--- config.mk ---
export PLATFORM = sky130hd
export DESIGN_NAME = decode_top
export DESIGN_NICKNAME = d
export VERILOG_FILES = /design/src/design/id_pkg.sv /design/src/design/decoder.sv /design/src/design/regfile.sv /design/src/design/id_stage.sv /design/src/design/id_ex_reg.sv /design/src/design/decode_top.sv
export SDC_FILE = /design/constraint.sdc
export NUM_CORES = 2
export LEC_CHECK = 0
export ABC_CLOCK_PERIOD_IN_PS = 10600
export BUFFER_PORTS_ARGS = -buffer_cell sky130_fd_sc_hd__buf_2
export CORE_ASPECT_RATIO = 2
export CORE_MARGIN = 5
export CORE_UTILIZATION = 65
export DETAILED_ROUTE_END_ITERATION = 16
export PLACE_DENSITY_LB_ADDON = 0.1
export SLEW_MARGIN = 20
export SYNTH_ARGS = -nofsm -noshare
export SYNTH_HDL_FRONTEND = slang
export SYNTH_SLANG_ARGS = --single-unit
export TNS_END_PERCENT = 50
--- constraint.sdc ---
create_clock -name clock -period 10.6 [get_ports clock]
set_clock_uncertainty 0.1 [all_clocks]
set_input_delay 1.59 -clock clock [delete_from_list [all_inputs] [get_ports clock]]
set_output_delay 1.59 -clock clock [all_outputs]
set_load 0.03 [all_outputs]
--- src/design/id_pkg.sv ---
// decode section shared definitions
// widths, alpha opcode and function codes, control enums and the
// packets passed between IF/ID, the decoder, the register file and ID/EX
package id_pkg;

  ////////////////////////////////////////
  // widths
  ////////////////////////////////////////
  localparam int xlen  = 64;  // register and pc width
  localparam int nregs = 32;  // architectural integer registers

  typedef logic [4:0] reg_idx_t;
  localparam reg_idx_t zero_reg = 5'd31;  // r31, hardwired zero

  ////////////////////////////////////////
  // opcodes and function codes
  ////////////////////////////////////////
  localparam logic [5:0] op_pal   = 6'h00;
  localparam logic [5:0] op_intop = 6'h10;  // integer arithmetic
  localparam logic [5:0] op_logic = 6'h11;  // integer logical
  localparam logic [5:0] op_ldq   = 6'h29;
  localparam logic [5:0] op_stq   = 6'h2d;
  localparam logic [5:0] op_br    = 6'h30;
  localparam logic [5:0] op_beq   = 6'h39;
  localparam logic [5:0] op_bne   = 6'h3d;

  localparam logic [6:0] addq  = 7'h20;  // under op_intop
  localparam logic [6:0] subq  = 7'h29;
  localparam logic [6:0] cmpeq = 7'h2d;
  localparam logic [6:0] and_f = 7'h00;  // under op_logic
  localparam logic [6:0] bis   = 7'h20;  // logical or

  localparam logic [25:0] pal_halt = 26'h0000555;

  ////////////////////////////////////////
  // instruction formats
  ////////////////////////////////////////
  // operate, register form
  typedef struct packed {
    logic [5:0] opcode;
    reg_idx_t   rega;
    reg_idx_t   regb;
    logic [2:0] sbz;       // should be zero
    logic       lit_flag;  // 0 here
    logic [6:0] func;
    reg_idx_t   regc;
  } op_reg_t;

  // operate, literal form, 8-bit zero-extended literal replaces regb
  typedef struct packed {
    logic [5:0] opcode;
    reg_idx_t   rega;
    logic [7:0] lit;
    logic       lit_flag;  // 1 here
    logic [6:0] func;
    reg_idx_t   regc;
  } op_lit_t;

  typedef struct packed {
    logic [5:0]  opcode;
    reg_idx_t    rega;
    reg_idx_t    regb;   // base
    logic [15:0] disp;
  } mem_t;

  typedef struct packed {
    logic [5:0]  opcode;
    reg_idx_t    rega;
    logic [20:0] disp;   // longword displacement
  } br_t;

  typedef struct packed {
    logic [5:0]  opcode;
    logic [25:0] func;
  } pal_t;

  // one word, five views of it
  typedef union packed {
    op_reg_t r;
    op_lit_t l;
    mem_t    m;
    br_t     b;
    pal_t    p;
  } inst_t;

  ////////////////////////////////////////
  // control encodings
  ////////////////////////////////////////
  typedef enum logic [2:0] {alu_add, alu_sub, alu_cmpeq, alu_and, alu_or} alu_func_e;
  typedef enum logic [0:0] {opa_reg, opa_npc} opa_select_e;
  typedef enum logic [1:0] {opb_reg, opb_lit, opb_mem_disp, opb_br_disp} opb_select_e;

  ////////////////////////////////////////
  // packets
  ////////////////////////////////////////
  typedef struct packed {
    logic            wr_en;
    reg_idx_t        wr_idx;
    logic [xlen-1:0] wr_data;
  } wb_reg_packet_t;

  typedef struct packed {
    logic            valid;
    logic [xlen-1:0] npc;
    inst_t           inst;
  } if_id_packet_t;

  typedef struct packed {
    opa_select_e opa_select;
    opb_select_e opb_select;
    alu_func_e   alu_func;
    logic        rd_mem, wr_mem;
    logic        cond_branch, uncond_branch;
    logic        halt, illegal, valid;
    reg_idx_t    dest_reg_idx;
  } decoder_packet_t;

  typedef struct packed {
    logic [xlen-1:0] npc;
    inst_t           inst;
    logic [xlen-1:0] rega_value, regb_value;
    opa_select_e     opa_select;
    opb_select_e     opb_select;
    alu_func_e       alu_func;
    logic            rd_mem, wr_mem;
    logic            cond_branch, uncond_branch;
    logic            halt, illegal, valid;
    reg_idx_t        dest_reg_idx;
  } id_ex_packet_t;

endpackage

--- src/design/decoder.sv ---
// instruction decoder
// purely combinational, turns one IF/ID instruction into its control fields
`timescale 1ns/1ps

module decoder import id_pkg::*; (
  input  if_id_packet_t   inst_pkt,  // instruction from IF/ID
  output decoder_packet_t dec_pkt    // control fields
);

  inst_t inst;
  assign inst = inst_pkt.inst;

  always_comb begin
    ////////////////////////////////////////
    // defaults, also the invalid-slot result
    ////////////////////////////////////////
    dec_pkt               = '0;
    dec_pkt.opa_select    = opa_reg;
    dec_pkt.opb_select    = opb_reg;
    dec_pkt.alu_func      = alu_add;
    dec_pkt.dest_reg_idx  = zero_reg;          // no writeback unless set
    dec_pkt.valid         = inst_pkt.valid;    // valid passes straight through

    if (inst_pkt.valid) begin
      case (inst.r.opcode)
        ////////////////////////////////////////
        // operate formats
        ////////////////////////////////////////
        op_intop: begin
          // literal flag picks lit or regb for operand b
          dec_pkt.opb_select   = inst.r.lit_flag ? opb_lit : opb_reg;
          dec_pkt.dest_reg_idx = inst.r.regc;
          case (inst.r.func)
            addq:    dec_pkt.alu_func = alu_add;
            subq:    dec_pkt.alu_func = alu_sub;
            cmpeq:   dec_pkt.alu_func = alu_cmpeq;
            default: begin
              dec_pkt.illegal      = 1'b1;      // unknown arithmetic function
              dec_pkt.dest_reg_idx = zero_reg;
            end
          endcase
        end

        op_logic: begin
          dec_pkt.opb_select   = inst.r.lit_flag ? opb_lit : opb_reg;
          dec_pkt.dest_reg_idx = inst.r.regc;
          case (inst.r.func)
            and_f:   dec_pkt.alu_func = alu_and;
            bis:     dec_pkt.alu_func = alu_or;
            default: begin
              dec_pkt.illegal      = 1'b1;      // unknown logical function
              dec_pkt.dest_reg_idx = zero_reg;
            end
          endcase
        end

        ////////////////////////////////////////
        // memory format, address = regb + disp
        ////////////////////////////////////////
        op_ldq: begin
          dec_pkt.opb_select   = opb_mem_disp;
          dec_pkt.alu_func     = alu_add;
          dec_pkt.rd_mem       = 1'b1;
          dec_pkt.dest_reg_idx = inst.m.rega;   // load target
        end

        op_stq: begin
          dec_pkt.opb_select   = opb_mem_disp;
          dec_pkt.alu_func     = alu_add;
          dec_pkt.wr_mem       = 1'b1;          // rega_value is the store data
          dec_pkt.dest_reg_idx = zero_reg;
        end

        ////////////////////////////////////////
        // branch format, target = npc + disp*4
        ////////////////////////////////////////
        op_br: begin
          dec_pkt.opa_select    = opa_npc;
          dec_pkt.opb_select    = opb_br_disp;
          dec_pkt.alu_func      = alu_add;
          dec_pkt.uncond_branch = 1'b1;
          dec_pkt.dest_reg_idx  = inst.b.rega;  // link register gets npc
        end

        op_beq, op_bne: begin
          dec_pkt.opa_select   = opa_npc;
          dec_pkt.opb_select   = opb_br_disp;
          dec_pkt.alu_func     = alu_add;
          dec_pkt.cond_branch  = 1'b1;          // condition tested on rega later
          dec_pkt.dest_reg_idx = zero_reg;
        end

        ////////////////////////////////////////
        // pal calls, only halt is supported
        ////////////////////////////////////////
        op_pal: begin
          if (inst.p.func == pal_halt) begin
            dec_pkt.halt = 1'b1;
          end else begin
            dec_pkt.illegal = 1'b1;
          end
        end

        default: begin
          dec_pkt.illegal = 1'b1;  // fp, jumps, anything not listed
        end
      endcase
    end
  end

endmodule

--- src/design/regfile.sv ---
// integer register file, 32 x 64
// two async read ports and one write port, r31 reads zero,
// a same-cycle write is forwarded to the read ports
`timescale 1ns/1ps

module regfile import id_pkg::*; (
  input  logic            clock,
  input  reg_idx_t        rda_idx,  // read port a
  input  reg_idx_t        rdb_idx,  // read port b
  output logic [xlen-1:0] rda_out,
  output logic [xlen-1:0] rdb_out,
  input  wb_reg_packet_t  wr        // write port from writeback
);

  // r0..r30 only, r31 has no storage
  logic [xlen-1:0] regs [0:nregs-2];

  // write strobe, r31 writes are dropped
  logic wr_hit;
  assign wr_hit = wr.wr_en && (wr.wr_idx != zero_reg);

  // one read port, zero reg first then bypass then array
  function automatic logic [xlen-1:0] read_port(input reg_idx_t idx);
    logic [xlen-1:0] val;
    if (idx == zero_reg) begin
      val = '0;
    end else if (wr_hit && (wr.wr_idx == idx)) begin
      val = wr.wr_data;              // forward new data
    end else begin
      val = regs[idx];
    end
    return val;
  endfunction

  // re-evaluates on index, write port and array changes alike
  always_comb begin
    rda_out = read_port(rda_idx);
    rdb_out = read_port(rdb_idx);
  end

  ////////////////////////////////////////
  // write, lands at the clock edge
  ////////////////////////////////////////
  always_ff @(posedge clock) begin
    if (wr_hit) begin
      regs[wr.wr_idx] <= wr.wr_data;
    end
  end

endmodule

--- src/design/id_stage.sv ---
// instruction decode stage
// decoder and register file side by side, merged into one ID/EX packet
`timescale 1ns/1ps

module id_stage import id_pkg::*; (
  input  if_id_packet_t  if_id_pkt,  // from IF/ID
  input  wb_reg_packet_t wb_pkt,     // writeback write
  input  logic           clock,
  output id_ex_packet_t  id_pkt      // to ID/EX register
);

  decoder_packet_t dec_pkt;
  reg_idx_t        ra_idx, rb_idx;
  logic [xlen-1:0] ra_val, rb_val;

  // source indices come straight from the operate/memory fields
  assign ra_idx = if_id_pkt.inst.r.rega;
  assign rb_idx = if_id_pkt.inst.r.regb;

  decoder u_decoder (
    .inst_pkt (if_id_pkt),
    .dec_pkt  (dec_pkt)
  );

  regfile u_regfile (
    .clock    (clock),
    .rda_idx  (ra_idx),
    .rdb_idx  (rb_idx),
    .rda_out  (ra_val),
    .rdb_out  (rb_val),
    .wr       (wb_pkt)
  );

  ////////////////////////////////////////
  // packet assembly
  ////////////////////////////////////////
  assign id_pkt.npc           = if_id_pkt.npc;
  assign id_pkt.inst          = if_id_pkt.inst;
  assign id_pkt.rega_value    = ra_val;
  assign id_pkt.regb_value    = rb_val;  // unused by literal forms, passed anyway
  assign id_pkt.opa_select    = dec_pkt.opa_select;
  assign id_pkt.opb_select    = dec_pkt.opb_select;
  assign id_pkt.alu_func      = dec_pkt.alu_func;
  assign id_pkt.rd_mem        = dec_pkt.rd_mem;
  assign id_pkt.wr_mem        = dec_pkt.wr_mem;
  assign id_pkt.cond_branch   = dec_pkt.cond_branch;
  assign id_pkt.uncond_branch = dec_pkt.uncond_branch;
  assign id_pkt.halt          = dec_pkt.halt;
  assign id_pkt.illegal       = dec_pkt.illegal;
  assign id_pkt.valid         = dec_pkt.valid;
  assign id_pkt.dest_reg_idx  = dec_pkt.dest_reg_idx;

endmodule

--- src/design/id_ex_reg.sv ---
// ID/EX pipeline register
// reset clears, flush loads a bubble, stall holds the current packet
`timescale 1ns/1ps

module id_ex_reg import id_pkg::*; (
  input  logic          clock,
  input  logic          rst_n,   // sync, active low
  input  logic          stall,   // hold contents
  input  logic          flush,   // load all-zero bubble
  input  id_ex_packet_t d,
  output id_ex_packet_t q
);

  ////////////////////////////////////////
  // priority: reset, flush, stall, load
  ////////////////////////////////////////
  // an all-zero packet decodes as a harmless bubble:
  // valid low, no memory or branch, opa_reg / opb_reg / alu_add
  // dest r0 is never acted on because valid is low

  always_ff @(posedge clock) begin
    if (!rst_n) begin
      q <= '0;                 // clears control and payload alike
    end else if (flush) begin
      q <= '0;                 // flush beats stall
    end else if (!stall) begin
      q <= d;                  // normal advance
    end
    // stall with no flush keeps q
  end

endmodule

--- src/design/decode_top.sv ---
// decode section top
// ID stage feeding the ID/EX register, one cycle input to output
`timescale 1ns/1ps

module decode_top import id_pkg::*; (
  input  logic           clock,
  input  logic           rst_n,
  input  logic           stall,
  input  logic           flush,
  input  if_id_packet_t  if_id_packet,   // held in IF/ID
  input  wb_reg_packet_t wb_reg_packet,  // writeback write
  output id_ex_packet_t  id_ex_packet    // registered result
);

  id_ex_packet_t id_pkt;  // combinational packet, same cycle as inputs

  id_stage u_id_stage (
    .if_id_pkt (if_id_packet),
    .wb_pkt    (wb_reg_packet),
    .clock     (clock),
    .id_pkt    (id_pkt)
  );

  id_ex_reg u_id_ex_reg (
    .clock (clock),
    .rst_n (rst_n),
    .stall (stall),
    .flush (flush),
    .d     (id_pkt),
    .q     (id_ex_packet)
  );

endmodule

### Word level (Yosys, flattened, before mapping)

Memory sizes are Yosys's and may differ from the RTL's.
Cells that the tools add are included.

| cells by class | value |
|---|---|
| equality and inequality tests | 16 |
| bitwise logic cells | 1 |
| reduce and logical (&&, ||, !) cells | 13 |
| multiplexer cells | 26 |

Operator list:

| operator | count |
|---|---|
| $mux 64 | 4 |
| $eq 6x6->1 const B | 5 |
| $eq 26x11->1 const B | 1 |
| $eq 7x6->1 const B | 3 |
| $pmux 5 s4 | 1 |
| $mux 5 | 3 |
| $pmux 5 s3 | 1 |
| $mux 1 | 13 |
| $eq 6x5->1 const B | 2 |
| $mux 12 | 1 |
| $eq 5x5->1 | 2 |
| $eq 5x5->1 const B | 2 |
| $reduce_or 2->1 | 5 |
| $logic_not 7->1 | 1 |
| $logic_not 6->1 | 1 |
| $pmux 3 s2 | 1 |
| $reduce_or 3->1 | 2 |
| $ne 5x5->1 const B | 1 |
| $reduce_or 5->1 | 1 |
| $pmux 1 s4 | 1 |
| $pmux 2 s2 | 1 |
| $logic_and 1x1->1 | 3 |
| $not 1->1 | 1 |

| word-level totals | value |
|---|---|
| memory bits (writable) | 1984 |
| memories kept | 1 |
| word-level logic and storage cells | 72 |
| register bits | 242 |

Memories:

| name | words | width | read ports | clocked after memory_dff | wr ports | line | text |
|---|---|---|---|---|---|---|---|
| u_id_stage.u_regfile.regs | 31 | 64 | 2 | 0 | 1 | regfile.sv:16 | `logic [xlen-1:0] regs [0:nregs-2];` |

### Depth between registers and ports, before layout

| logic depth | value |
|---|---|
| word-level depth | 5 |
| mapped depth | 10 |
| gate-level depth less buffers | 5 |

### Cells and area by module

Synthesis repeated with hierarchy kept, for this count alone.

| second synthesis, totals | value |
|---|---|
| cells, all modules | 5969 |
| area total of the unflattened synthesis | 102454.5 µm² |

Modules (own cells, without submodules):

| module | area each (µm²) | sequential area each (µm²) | instances | cells each |
|---|---|---|---|---|
| regfile | 92583.8 | 59577.1 | 1 | 5028 |
| id_ex_reg | 8658.3 | 4844.6 | 1 | 781 |
| id_stage | 720.7 | 0.0 | 1 | 96 |
| decoder | 491.7 | 0.0 | 1 | 64 |

### Least setup slack after synthesis

OpenSTA, ideal clock, no wires.

| path | value |
|---|---|
| kind | in2reg |
| start point | input port wb_reg_packet[65] (netlist name) |
| end point | memory u_id_stage.u_regfile.regs[28][0], enable pin |
| arrival time | 5.098 ns |
| path buffers | 2 |
| stages on the path | 4 |
| required time | 10.014 ns |
| path slack | 4.915 ns |
| path through | clkbuf_1 > or3b_2 > clkbuf_1 > nor2_1 |

| between the ends | value |
|---|---|
| word-level cells in the longest chain between the ends | 4 |

Ends and longest elaborated chain:

| item | line | text |
|---|---|---|
| start: declaration | decode_top.sv:11 | `input wb_reg_packet_t wb_reg_packet,` |
| $ne 5x5->1 | regfile.sv:20 | `assign wr_hit = wr.wr_en && (wr.wr_idx != zero_reg);` |
| $logic_and 1x1->1 | regfile.sv:20 |  |
| $mux 1 | regfile.sv:45 | `if (wr_hit) begin` |
| $mux 1 (not written as such) | regfile.sv:46 | `regs[wr.wr_idx] <= wr.wr_data;` |
| end: declaration | regfile.sv:16 |  |

Parallel ways exist; a longest one is shown, timed or not.

### Worst setup path in the final report

| path | value |
|---|---|
| start point | input port if_id_packet[18] (netlist name) |
| end point | register u_id_ex_reg.q[77] (netlist name) |

| between the ends | value |
|---|---|
| word-level cells in the longest chain between the ends | 4 |

Ends and longest elaborated chain:

| item | line | text |
|---|---|---|
| start: declaration | decode_top.sv:10 | `input if_id_packet_t if_id_packet,` |
| parallel branches: the longest is 3 deep, another holds $mem_v2 31x64 | -- |  |
| $mux 64 (*) | regfile.sv:25 | `if (idx == zero_reg) begin` |
| end signal: assignment | id_ex_reg.sv:23 | `q <= '0;` |
| end signal: assignment | id_ex_reg.sv:25 | `q <= '0;` |
| end signal: assignment | id_ex_reg.sv:27 | `q <= d;` |
| end: declaration | id_ex_reg.sv:11 | `output id_ex_packet_t q` |

Every way passes the cells marked *.
A chain may end at the register's enable or synchronous reset.

==> results.toml <==
[status]
status = "finished, final reports clean"

[drt]
wl_per_cell_um = 42.7
via_count = 67400
drt-initial-drc-count = 11000
vias_per_cell = 8.01
wl_mm = 359
dr.pass1.iters = 8
ant_nets = 0
drc = 0

[logic_synthesis]
synthesis.area_mm2 = 0.101
synthCells = 5898
ys_seq_area_frac = 0.637
synthArstFlopShare = 0
synth_edf_count = 1984
syn_nets = 6069
synth_flop_cell = "edfxtp_1"
synth.avg_cell_area_um2 = 17.1
ys_types = 73
ys_ff_latch = 2226
yosys_warnings = 0

[floorplanning]
start_util = 0.654
std_cell_rows = 204
dieArea_mm2 = 0.164
die_w_um = 289
core_area_mm2 = 0.155
pin_count = 413
die_y_um = 568

[global_routing]
grt_remaining_overflow = 0
grt_first_pass_wirelength_mm = 496
grt_use_total = 0.433
antenna_found_initial = 60
grt_pass1_vias = 66700
grt_max_degree = 137

[final_layout]
finish.instance_area_mm2 = 0.112
nets = 6336
syn_to_final_growth_pct = 10.4
fill_cells = 9656
drive_above_1_share = 0.271

[sta]
hold_violations = 0
fmax_mhz = 202
worstMarginPinSlew_ps = 1300
maxSlewViolCount = 0
fin_crit_sh = 0.466
fin_crit_ps = 4940
setup-tns-final_ps = 0
setup_viol = 0
rsz0062_at_grt = "no"
relSlewSlack = 0.136

[placement]
dp_hpwl_mm = 201
portBuffers = 412
place_congestion = 0.868
place_area_mm2 = 0.105

[clock_network]
clk_path_buf_depth = 4
cts_tree = "built"
clk_latency_ps = 850
post_cts_buffers = 0
cts_resized = 0
cts_made_buffers = 192
clk_pin_slew_ps = 70
cts-root-buf = "clkbuf_16"
cts.sinks = 2226
cts_hold_buf = 0
cts_htree_levels = 4

[worst_setup_path]
crit_required_ps = 11210
critPathMaxFanout = 79
reg2reg_depth = 5
worstPathArrival_ps = 5550
path_class = "primary input to register"
cp_common_cell = "buf_4"
cp_slowest_cell = "and3_2"
slowest_delay_ps = 920
cp_cell_sequence = "buf_8, buf_12, and3_2, buf_4, a31oi_4, o211ai_1, buf_4, nor3_1, or3_1"
crit_family = "buffers and inverters"
rr_startpoint = "u_id_stage.u_regfile.regs[23][28]$_DFFE_PP_"
crit_path_end_kind = "register"
r2r-end = "u_id_ex_reg.q[110]$_SDFFE_PP0N_"
cp-start-kind = "primary input"
ff2ff_setup_slack_ps = 8310
critPathBufInv = 4

[worst_hold_path]
min_path_type = "register to register"
min_to = "u_id_ex_reg.q[12]$_SDFFE_PP0N_"
hold-path-cell-count = 2
hold_start = "u_id_ex_reg.q[12]$_SDFFE_PP0N_"

[pwr]
vdd_ir_drop_max_mv = 0.173
finalPower_w = 0.0189
leakagePower_nw = 37.9
power.density_mw_per_mm2 = 169

[job]
drv_cap = 0
## worst min-delay path, cell delays in order, from the launching register on
cell     delay (ps)
dfxtp_1         310
nand2_1          60
a21oi_1          50
## cells in the mapped netlist (79+ instances only)
library cell | n | area, um2
edfxtp_1 | 1984 | 59600
mux4_2 | 756 | 17000
mux2i_1 | 497 | 4970
nand2_1 | 294 | 1100
dfxtp_1 | 242 | 4840
clkbuf_1 | 237 | 890
o22ai_1 | 228 | 1430
nor2_1 | 212 | 796
a22oi_1 | 138 | 1040
buf_2 | 137 | 686
o21ai_0 | 122 | 611
a211oi_1 | 105 | 788
a21oi_1 | 102 | 510
o31ai_1 | 79 | 593
## report_power, final
group | internal, W | switching [W]
registers | 0.00967 | 0.0000887
clock network | 0.00423 | 0.00320
logic | 0.000591 | 0.00108
total | 0.0145 | 0.00437
## worst max-delay path by stage
stage | cells past startpoint | to | slack [ps] | from
finish | 9 | u_id_ex_reg.q[77]$_SDFFE_PP0N_ | 5660 | if_id_packet[18]
floorplan | 4 | u_id_stage.u_regfile.regs[28][0]$_DFFE_PP_ | 4920 | wb_reg_packet[65]
detailed placement | 8 | u_id_ex_reg.q[89]$_SDFFE_PP0N_ | 4890 | if_id_packet[24]
global route | 9 | u_id_ex_reg.q[108]$_SDFFE_PP0N_ | 5680 | if_id_packet[22]
global placement | 8 | u_id_ex_reg.q[89]$_SDFFE_PP0N_ | 4900 | if_id_packet[24]
CTS | 8 | u_id_ex_reg.q[89]$_SDFFE_PP0N_ | 5720 | if_id_packet[24]
## cell families (layout without fill, tap and decap cells)
logic type	after synthesis	count (layout)	synth area share
XOR/XNOR	10	10	0.000866
multiplexers	1280	1280	0.221
adder cells (fa/ha/maj)	1	1	0.0000990
AO/OA/AOI/OAI	1195	1195	0.0847
buffers and inverters	507	925	0.0260
flip-flops	2226	2226	0.637
other	0	42	0
AND/OR/NAND/NOR	679	679	0.0301
## cell usage in the layout (no fill, tap or decap), types with 17 or more instances in the layout
master     Yosys  layout
buf_4         56     148
o22a_1        23      23
nor2_1       212     178
a21oi_1      102     102
o211a_1       62      62
clkbuf_1     237      34
nor3_1        24      24
o211ai_1      41      41
clkinv_2       0      33
nand2_1      294     291
a311o_1       22      22
dfxtp_1      242     242
bufinv_16      0      30
a221oi_1      36      36
a21o_1        38      38
nor2_4         0      34
o22ai_1      228     228
edfxtp_1    1984    1984
clkinv_1       0      20
buf_2        137     401
a311oi_1      17      17
nor2b_1       36      34
mux2i_1      497     497
a22oi_1      138     138
mux4_2       756     756
a21boi_0      20      20
o21a_1        48      48
mux2_2        23      23
a211oi_1     105     105
clkbuf_8       0      18
o31ai_1       79      79
and2_1        26      23
a22o_1        41      41
o21ai_0      122     122
o31a_1        22      22
clkbuf_16      0     195
diode_2        0      42
## metal layers
layer / GRT usage / up-vias / wire, um
met1: 0.509 / 34000 / 105000
met4: 0.343 / 28 / 35800
met5: 0 / - / 195
li1: - / 25200 / -
met2: 0.667 / 6441 / 168000
met3: 0.126 / 1838 / 50100
## per-stage QoR
step | hold slack (ps) | std cells | setup WS, ps | utilization
floorplan | 491 | 5898 | 4920 | -
global placement | 349 | 8027 | 4900 | 0.678
CTS | 367 | 8373 | 5720 | 0.720
finish | 368 | 8418 | 5660 | 0.721
global route | 382 | 8397 | 5680 | 0.721
detailed placement | 358 | 8028 | 4890 | 0.678
## sequential cells by signal, summed over array words and instances (netlist names)
| name | cells |
|---|---|
| u_id_ex_reg.q | 242 |
| u_id_stage.u_regfile.regs | 1984 |
## area by class of cell
cell class              instances  area [um2]  share of cell area
flip-flops and latches       2226       64400               0.577
multi-input cells            3165       34400               0.309
clock buffers                 247        5250              0.0470
repair buffers                571        3500              0.0314
well taps                    2060        2580              0.0231
clock inverters                98        1280              0.0114
diodes                         42         105            0.000942
inverters                       9        36.3            0.000325
Power figures use the tool's default switching activity.
